## config.mk

```make
export PLATFORM = sky130hd
export DESIGN_NAME = pe_east_edge
export DESIGN_NICKNAME = d
export VERILOG_FILES = /design/src/rtl/cgra_pkg.sv /design/src/rtl/pe_config_buffer.sv /design/src/rtl/pe_reg_file.sv /design/src/rtl/pe_crossbar.sv /design/src/rtl/pe_fu.sv /design/src/rtl/pe_east_edge.sv
export SDC_FILE = /design/constraint.sdc
export NUM_CORES = 2
export LEC_CHECK = 0
export ABC_AREA = 1
export BUFFER_PORTS_ARGS = -buffer_cell sky130_fd_sc_hd__buf_4
export CAP_MARGIN = 20
export CELL_PAD_IN_SITES_DETAIL_PLACEMENT = 1
export CELL_PAD_IN_SITES_GLOBAL_PLACEMENT = 1
export CORE_MARGIN = 4
export CORE_UTILIZATION = 25
export DETAILED_ROUTE_END_ITERATION = 10
export HOLD_SLACK_MARGIN = 0.06
export PLACE_DENSITY_LB_ADDON = 0.1
export SLEW_MARGIN = 20
export SYNTH_ARGS = -nofsm -noshare
export SYNTH_HDL_FRONTEND = slang
export SYNTH_SLANG_ARGS = --single-unit
export TNS_END_PERCENT = 1
```

## constraint.sdc

```tcl
create_clock -name clk -period 12.5 [get_ports clk]
set_clock_uncertainty 0.05 [all_clocks]
set_input_delay 1.875 -clock clk [delete_from_list [all_inputs] [get_ports clk]]
set_output_delay 1.875 -clock clk [all_outputs]
set_load 0.03 [all_outputs]
```

## src/rtl/cgra_pkg.sv

```systemverilog
package cgra_pkg;

    localparam int data_w    = 32;
    localparam int inst_w    = 28;
    localparam int buf_depth = 16;
    localparam int buf_aw    = $clog2(buf_depth);  // counters wrap at buf_depth
    localparam int n_regs    = 4;

    // crossbar select fields: a, b, n, s, w, e
    localparam int sel_w    = 3;
    localparam int n_sel    = 6;
    localparam int switch_w = n_sel * sel_w;
    localparam int op_w     = 4;

    // instruction field positions
    localparam int inst_reg_sel_lsb = 0;
    localparam int inst_c1_bit      = 4;
    localparam int inst_c2_bit      = 5;
    localparam int inst_switch_lsb  = 6;
    localparam int inst_op_lsb      = 24;

    localparam logic [sel_w-1:0] src_zero = 3'd0;
    localparam logic [sel_w-1:0] src_in0  = 3'd1;
    localparam logic [sel_w-1:0] src_in1  = 3'd2;
    localparam logic [sel_w-1:0] src_r0   = 3'd3;
    localparam logic [sel_w-1:0] src_r1   = 3'd4;
    localparam logic [sel_w-1:0] src_r2   = 3'd5;
    localparam logic [sel_w-1:0] src_r3   = 3'd6;
    localparam logic [sel_w-1:0] src_res  = 3'd7;

    // fu opcodes, 9..15 give zero
    localparam logic [op_w-1:0] op_pass = 4'd0;
    localparam logic [op_w-1:0] op_add  = 4'd1;
    localparam logic [op_w-1:0] op_sub  = 4'd2;
    localparam logic [op_w-1:0] op_mul  = 4'd3;
    localparam logic [op_w-1:0] op_and  = 4'd4;
    localparam logic [op_w-1:0] op_or   = 4'd5;
    localparam logic [op_w-1:0] op_xor  = 4'd6;
    localparam logic [op_w-1:0] op_shl  = 4'd7;
    localparam logic [op_w-1:0] op_shr  = 4'd8;

endpackage

```

## src/rtl/pe_config_buffer.sv

```systemverilog
`timescale 1ns/1ps

module pe_config_buffer
    import cgra_pkg::*;
(
    input  logic              clk,
    input  logic              rst,
    input  logic              init,
    input  logic              run,
    input  logic [inst_w-1:0] inst_in,
    output logic [inst_w-1:0] inst
);

    logic [inst_w-1:0] slots [buf_depth];
    logic [buf_aw-1:0] init_count;  // next slot to load
    logic [buf_aw-1:0] run_count;   // next slot to issue

    // init wins over run
    always_ff @(posedge clk) begin
        if (rst) begin
            init_count <= '0;
            run_count  <= '0;
            inst       <= '0;
            for (int i = 0; i < buf_depth; i++) begin
                slots[i] <= '0;
            end
        end else if (init) begin
            slots[init_count] <= inst_in;
            init_count        <= init_count + 1'b1;
        end else if (run) begin
            inst      <= slots[run_count];
            run_count <= run_count + 1'b1;
        end
    end

endmodule

```

## src/rtl/pe_reg_file.sv

```systemverilog
`timescale 1ns/1ps

module pe_reg_file
    import cgra_pkg::*;
(
    input  logic              clk,
    input  logic              rst,
    input  logic [n_regs-1:0] reg_sel,
    input  logic [data_w-1:0] din_0,
    input  logic [data_w-1:0] din_1,
    input  logic [data_w-1:0] din_2,
    input  logic [data_w-1:0] din_3,
    input  logic [data_w-1:0] din_res,
    output logic [data_w-1:0] r0,
    output logic [data_w-1:0] r1,
    output logic [data_w-1:0] r2,
    output logic [data_w-1:0] r3
);

    logic [data_w-1:0] din  [n_regs];
    logic [data_w-1:0] regs [n_regs];

    assign din[0] = din_0;
    assign din[1] = din_1;
    assign din[2] = din_2;
    assign din[3] = din_3;

    // every register reloads each cycle, own input or the result
    always_ff @(posedge clk) begin
        if (rst) begin
            for (int k = 0; k < n_regs; k++) begin
                regs[k] <= '0;
            end
        end else begin
            for (int k = 0; k < n_regs; k++) begin
                regs[k] <= reg_sel[k] ? din[k] : din_res;
            end
        end
    end

    assign r0 = regs[0];
    assign r1 = regs[1];
    assign r2 = regs[2];
    assign r3 = regs[3];

endmodule

```

## src/rtl/pe_crossbar.sv

```systemverilog
`timescale 1ns/1ps

module pe_crossbar
    import cgra_pkg::*;
(
    input  logic [switch_w-1:0] switch,
    input  logic [data_w-1:0]   in0,
    input  logic [data_w-1:0]   in1,
    input  logic [data_w-1:0]   r0,
    input  logic [data_w-1:0]   r1,
    input  logic [data_w-1:0]   r2,
    input  logic [data_w-1:0]   r3,
    input  logic [data_w-1:0]   res,
    output logic [data_w-1:0]   op_a,
    output logic [data_w-1:0]   op_b,
    output logic [data_w-1:0]   dout_n,
    output logic [data_w-1:0]   dout_s,
    output logic [data_w-1:0]   dout_w,
    output logic [data_w-1:0]   dout_e
);

    logic [data_w-1:0] srcs [2**sel_w];
    logic [data_w-1:0] outs [n_sel];

    // source table indexed by select code
    assign srcs[src_zero] = '0;
    assign srcs[src_in0]  = in0;
    assign srcs[src_in1]  = in1;
    assign srcs[src_r0]   = r0;
    assign srcs[src_r1]   = r1;
    assign srcs[src_r2]   = r2;
    assign srcs[src_r3]   = r3;
    assign srcs[src_res]  = res;

    // one 8:1 mux per switch field, lowest field first
    for (genvar k = 0; k < n_sel; k++) begin : g_sel
        assign outs[k] = srcs[switch[k*sel_w +: sel_w]];
    end

    assign op_a   = outs[0];
    assign op_b   = outs[1];
    assign dout_n = outs[2];
    assign dout_s = outs[3];
    assign dout_w = outs[4];
    assign dout_e = outs[5];

endmodule

```

## src/rtl/pe_fu.sv

```systemverilog
`timescale 1ns/1ps

module pe_fu
    import cgra_pkg::*;
(
    input  logic [data_w-1:0] a,
    input  logic [data_w-1:0] b,
    input  logic [op_w-1:0]   op,
    output logic [data_w-1:0] result
);

    logic [data_w-1:0] prod;
    logic [4:0]        shamt;

    assign prod  = a * b;   // low word of the product
    assign shamt = b[4:0];  // shift by low five bits only

    always_comb begin
        case (op)
            op_pass: result = a;
            op_add:  result = a + b;
            op_sub:  result = a - b;
            op_mul:  result = prod;
            op_and:  result = a & b;
            op_or:   result = a | b;
            op_xor:  result = a ^ b;
            op_shl:  result = a << shamt;
            op_shr:  result = a >> shamt;  // logical
            default: result = '0;
        endcase
    end

endmodule

```

## src/rtl/pe_east_edge.sv

```systemverilog
`timescale 1ns/1ps

// east edge element, no din_e or dout_e
module pe_east_edge
    import cgra_pkg::*;
(
    input  logic              clk,
    input  logic              rst,
    input  logic              init,
    input  logic              run,
    input  logic [inst_w-1:0] inst_in,
    input  logic [data_w-1:0] din_n,
    input  logic [data_w-1:0] din_s,
    input  logic [data_w-1:0] din_w,
    output logic [data_w-1:0] dout_n,
    output logic [data_w-1:0] dout_s,
    output logic [data_w-1:0] dout_w
);

    logic [inst_w-1:0]   inst;
    logic [n_regs-1:0]   reg_sel;
    logic                c1;
    logic                c2;
    logic [switch_w-1:0] switch;
    logic [op_w-1:0]     fu_op;

    logic [data_w-1:0] din_0;
    logic [data_w-1:0] din_1;
    logic [data_w-1:0] din_2;
    logic [data_w-1:0] din_3;
    logic [data_w-1:0] r0;
    logic [data_w-1:0] r1;
    logic [data_w-1:0] r2;
    logic [data_w-1:0] r3;
    logic [data_w-1:0] op_a;
    logic [data_w-1:0] op_b;
    logic [data_w-1:0] fu_result;
    logic [data_w-1:0] res;

    pe_config_buffer u_cfg (
        .clk     (clk),
        .rst     (rst),
        .init    (init),
        .run     (run),
        .inst_in (inst_in),
        .inst    (inst)
    );

    assign reg_sel = inst[inst_reg_sel_lsb +: n_regs];
    assign c1      = inst[inst_c1_bit];
    assign c2      = inst[inst_c2_bit];
    assign switch  = inst[inst_switch_lsb +: switch_w];
    assign fu_op   = inst[inst_op_lsb +: op_w];

    // c1 swaps north and west, c2 picks which south register gets din_s
    assign din_0 = c1 ? din_n : din_w;
    assign din_1 = c1 ? din_w : din_n;
    assign din_2 = c2 ? din_s : '0;
    assign din_3 = c2 ? '0 : din_s;

    pe_reg_file u_regs (
        .clk     (clk),
        .rst     (rst),
        .reg_sel (reg_sel),
        .din_0   (din_0),
        .din_1   (din_1),
        .din_2   (din_2),
        .din_3   (din_3),
        .din_res (res),
        .r0      (r0),
        .r1      (r1),
        .r2      (r2),
        .r3      (r3)
    );

    pe_crossbar u_xbar (
        .switch (switch),
        .in0    (din_0),
        .in1    (din_1),
        .r0     (r0),
        .r1     (r1),
        .r2     (r2),
        .r3     (r3),
        .res    (res),
        .op_a   (op_a),
        .op_b   (op_b),
        .dout_n (dout_n),
        .dout_s (dout_s),
        .dout_w (dout_w),
        .dout_e ()  // edge of the fabric
    );

    pe_fu u_fu (
        .a      (op_a),
        .b      (op_b),
        .op     (fu_op),
        .result (fu_result)
    );

    always_ff @(posedge clk) begin
        if (rst) begin
            res <= '0;
        end else begin
            res <= fu_result;
        end
    end

endmodule

```

# After elaboration in Yosys (flattened, before gate mapping)
# Memory sizes are Yosys's and may differ from the RTL's. A register that Yosys moved wholly into a read port is not among the register bits.
# Cells that the tools add are included.
# W data, S select, Z words.
# op_classes
add_sub_neg	4
n_mul	1
n_lt_le_gt_ge	5
n_eq_ne	8
shift	2
n_mux	37
n_bitwise	13
n_reduce_logical	3
# op_table
op	count
$mux W32	22
$bmux W32 S3	5
$pmux W32 S9	1
$add A32 B32 Y32	1
$and A32 B32 Y32	1
$mul A32 B32 Y32	1
$or A32 B32 Y32	1
$shl A32 B5 Y32	1
$shr A32 B5 Y32	1
$sub A32 B32 Y32	1
$xor A32 B32 Y32	1
$mux W28	1
$reduce_or A28 Y1	1
$ge A4 B4 Y1 const B	5
$not A3 Y4	5
$eq A4 B3 Y1 const B	4
$add A4 B1 Y4 const B	2
$eq A4 B2 Y1 const B	2
$mux W1	7
$eq A4 B1 Y1 const B	1
$eq A4 B4 Y1 const B	1
$logic_not A4 Y1	1
$mux W4	1
$or A1 B1 Y1	4
2 further kinds	2
# totals
register_bits	40
ram_bits	576
input_bits	128
output_inout_bits	96
elab_cells	78
mem_count	2
# memory_table
memory	depth	width	rd	rd_clocked_by_memory_dff	wr	line_no	text
u_cfg.slots	16	28	1	1	16	pe_config_buffer.sv:14	logic [inst_w-1:0] slots [buf_depth];
u_regs.regs	4	32	4	0	4	pe_reg_file.sv:21	logic [data_w-1:0] regs [n_regs];

# Longest topological paths before layout
# logic_depth
word_depth	6
depth_mapped	46
depth_no_buf	41

# By module
# A second synthesis with hierarchy kept.
# hier_totals
hier_cells	10509
area_unflattened_um2	67094.3
# modules_own_cells
mod	instances	cells_per_inst	area_each_um2	seq_area_each_um2
pe_fu	1	3646	24125.6	0.0
pe_config_buffer	1	2270	21689.6	14173.6
pe_crossbar	1	3342	13669.4	0.0
pe_reg_file	1	811	5351.4	2562.5
pe_east_edge	1	440	2258.4	640.6

# Worst setup path after synthesis
# Ideal clock, no wire load.
# synth_path
kind	input to register
from	input din_n[2]
to	register res[23]
setup_ns	0.119
arrival_ns	9.108
required_ns	12.331
slack_ns	3.223
cell_stages	33
n_path_buf	4
path_cell_list	nand2_1 nand3_1 nand2_1 nand2_1 nand2_1 nand2_2 inv_2 clkbuf_1 buf_2 buf_1 buf_1 nor2_1 fa_1 inv_1 fa_1 fa_1 fa_1 inv_1 fa_1 inv_1 fa_1 inv_1 fa_1 fa_1 ha_1 a21oi_1 o21ai_0 a21oi_1 nand3_1 or2_2 a32o_1 o31ai_1 inv_1
# synth_between
elab_chain_len	6
word_cells_on_any_way	14
classes_between	add/sub (2); mul (1); shift (2); mux (9)
# synth_lines
element	line_no	text
start: declaration	pe_east_edge.sv:12	input logic [data_w-1:0] din_n,
$mux W32 (on tied branches)	pe_east_edge.sv:57, pe_east_edge.sv:56	
$bmux W32 S3	pe_crossbar.sv:37	assign outs[k] = srcs[switch[k*sel_w +: sel_w]];
$mux W32 (implied by the code) (2 in series)	pe_crossbar.sv:37	
$mul A32 B32 Y32, or another cell as far along	pe_fu.sv:15	assign prod = a * b;
$pmux W32 S9 (*)	pe_fu.sv:19	case (op)
end signal: assignment	pe_east_edge.sv:104	res <= fu_result;
end: declaration	pe_east_edge.sv:38	logic [data_w-1:0] res;
# Every way passes the cells marked *; elsewhere a longest branch is shown, timed or not. The select of a mux whose other input is x is not followed.
# A chain may end at the register's enable or synchronous reset.

# Worst setup path in the final report
# layout_path
from	register u_cfg.inst[8], read port of u_cfg.slots
to	register res[31]
# layout_between
elab_chain_len	6
word_cells_on_any_way	13
classes_between	add/sub (2); mul (1); shift (2); mux (4); bitwise (4)
# layout_lines
element	line_no	text
start: declaration	pe_config_buffer.sv:11	output logic [inst_w-1:0] inst
$not A3 Y4 (implied by the code) (*)	pe_crossbar.sv:37	
$bmux W32 S3 (*)	pe_crossbar.sv:37	
$mux W32 (implied by the code) (*) (2 in series)	pe_crossbar.sv:37	
$mul A32 B32 Y32, or another cell as far along	pe_fu.sv:15	
$pmux W32 S9 (*)	pe_fu.sv:19	
# Marked as above.

==> summary.md <==
| Metric | Value |
|---|---|
| Root Driver | `clkbuf_16` |
| Design area | `64290 sq um` |
| Share of cells above drive strength 1 | `0.09867` |
| 1st-iter DRT viols | `approximately 5000` |
| Post-synth EDFFs | `400` |
| Port Buf Inserts | `220` |
| WL per Instance | `31.05 microns` |
| # IOs | `around 220` |
| Cell Pwr Density | `142.1 nW/um^2` |
| Critical path class | `register to register` |
| Slew @ Worst Pin | `around 1.2 ns` |
| Global-route wire length before repair | `467.0 mm` |
| Syn_nets | `about 8500` |
| Fill cell count | `27680` |
| Initial antenna violation count | `19` |
| Warnings from Yosys | `0` |
| Cts hold-fix bufs | `0` |
| Relative slew margins | `0.1640` |
| Post-DP Area | `61870 sq um` |
| Worst min path class | `register to register` |
| RSZ-0062 raised after global routing | `false` |
| Reg clk slew, reported paths | `0.06 ns` |
| CTS Buf Count | `74` |
| Max_cap viols | `0` |
| Crit start category | `register` |
| Crit-path max FO | `20` |
| Total vias in the final route | `58110` |
| Max-slew violations | `0` |
| Async S/R FF share, synth | `0` |
| Yosys reg bits | `593` |
| Die ar. | `236900 sq um` |
| Synth unique cells | `67` |
| CP Data Required Time | `around 13 ns` |
| Via density | `between 5 and 6` |
| Core area | `227700 sq um` |
| Total track usage | `0.2748` |
| Min Hold Slack | `0.4311 ns` |
| Area growth, synth to finish | `12.24%` |
| Number of global-route vias before repair | `58750` |
| Area of the mapped netlist | `57280 sq um` |
| Avg Cell Area, Syn | `~7.4 sq um` |
| Largest net degree at the start of global routing | `127` |
| Clock tree buffer depth | `3` |
| Fin nets | `8466` |
| Die Ht | `486.7 microns` |
| HPWL Detailed | `239.5 mm` |
| CTS resizes | `0` |
| CTS tree | `done` |
| Post-CTS Setup Inserts | `0` |
| Hold Fails Final Rpt | `0` |
| VDD IR max | `0.0001013 V` |
| Clock H-tree levels | `3` |
| Setup violators final | `0` |
| Antenna-violating nets left | `0` |
| Initial Util | `0.2516` |
| Post-route clock period utilization | `0.8621` |
| Global placer's final weighted congestion | `0.9435` |
| Crit path max-delay cell type | `clkinv_1` |
| Fmax | `0.09280 GHz` |
| Pleak | `27.68 nW` |
| Setup total negative slack | `0 ns` |
| DRC errors left | `0` |
| GRT overflow | `0` |
| Post-Route WL | `334.6 mm` |
| Clk sinks | `593` |
| Die width | `486.7 microns` |
| Most used cell, CP | `fa_1` |
| Clk_lat worst skew | `0.72 ns` |
| Post-synth top flop | `edfxtp_1` |
| Num rows | `175` |
| Critical path endpoint category | `register` |
| Status | `finished clean` |
| Worst stage delay on the critical path | `1.05 ns` |
| CP arrival | `11.26 ns` |
| Syn Inst Count | `7774` |
| Pre-Repair DR Iteration Count | `5` |
| Seq/Total Area, Yosys | `0.2771` |
| Fin crit period | `between 10 and 15 ns` |
==> layout by cell type, fill, tap and decap left out, drive strengths merged, types with 126 or more instances in the layout <==
| master | n |
|---|---|
| nand2 | 1424 |
| nor2 | 1165 |
| inv | 848 |
| o21ai | 800 |
| a21oi | 638 |
| buf | 426 |
| fa | 409 |
| edfxtp | 400 |
| nand3 | 350 |
| ha | 225 |
| dfxtp | 193 |
| o211ai | 126 |
==> through the flow <==
| step | util | cells | setup WS (ns) | total power, mW |
|---|---|---|---|---|
| final | 0.2823 | 10780 | 1.724 | 9.139 |
| after global routing | 0.2823 | 10780 | 1.457 | 9.669 |
| after CTS | 0.2822 | 10770 | 1.814 | 9.168 |
| after detailed placement | 0.2717 | 10640 | 1.499 | 6.888 |
| after global placement | 0.2716 | 10640 | 1.276 | 6.882 |
| after floorplan | - | 7774 | 3.223 | 5.003 |
==> final timing paths <==
kind / start / end / slack, ns / cells past startpoint
setup / recovery: u_cfg.inst[8] / res[31] / 1.72 / 29
hold / removal: res[17] / u_regs.regs[3][17] / 0.43 / 2
setup reg to reg: u_cfg.inst[8] / res[31] / 1.72 / 29
hold reg to reg: res[17] / u_regs.regs[3][17] / 0.43 / 2
==> area by class of cell <==
class / instances / area, sq um / area share
multi-input cells: 5753 / 35730 / 0.5558
flip-flops and latches: 593 / 15920 / 0.2476
well taps: 3009 / 3765 / 0.05856
inverters: 856 / 3229 / 0.05023
repair buffers: 426 / 3227 / 0.05019
clock buffers: 102 / 2028 / 0.03155
clock inverters: 33 / 376.6 / 0.005858
diodes: 5 / 12.51 / 0.0001946
==> layer usage <==
layer,global-route usage,share of wire,up-vias
li1,-,-,25760
met1,0.3758,0.45,30130
met2,0.4427,0.45,1810
met3,0.03746,0.055,407
met4,0.09861,0.041,6
met5,0,0.00012,-
==> flip-flops by register name (all words and copies together) (netlist names) <==
register and count:
u_cfg.slots 400, u_regs.regs 128, res 32, u_cfg.inst 25
u_cfg.init_count 4, u_cfg.run_count 4
==> report_power, final <==
part           leakage, nW  internal, mW  total [mW]  switching [mW]
combinational         20.8          1.36        4.58            3.23
sequential            5.73          2.21        2.35           0.138
clock                 1.16          1.21        2.21           0.995
==> critical path, delay by kind of cell, from the launching register on <==
| kind | cells | cell delay [ns] |
|---|---|---|
| and+or+nand+nor | 8 | 1.48 |
| buffers and inverters | 7 | 2.32 |
| AOI/OAI and AO/OA | 5 | 1.37 |
| DFF | 1 | 0.84 |
| adders and majority gates | 9 | 4.46 |
==> kinds of logic (layout without fill, tap and decap cells) <==
family | after synthesis | in the layout | share of synthesized area
adders and majority gates | 634 | 634 | 0.1921
other | 0 | 5 | 0
xor gates and xnor gates | 56 | 56 | 0.008562
buffers and inverters | 1428 | 1417 | 0.09967
and+or+nand+nor | 3057 | 3057 | 0.2184
AOI/OAI and AO/OA | 1997 | 1997 | 0.2026
muxes | 9 | 9 | 0.001573
DFF | 593 | 593 | 0.2771
==> Yosys cell counts (111+ instances only) <==
master       n  share of area
edfxtp_1   400           0.21
nand2_1   1345          0.088
a21oi_1    636          0.056
dfxtp_1    193          0.067
ha_1       225          0.049
inv_1      813          0.053
a31oi_1    111          0.012
nand3_1    345          0.030
o21ai_0    720          0.063
o211ai_1   123          0.016
nor2_1    1155          0.076
clkbuf_1   391          0.026
fa_1       409           0.14
No activity file was read; power rests on OpenSTA's default activity.
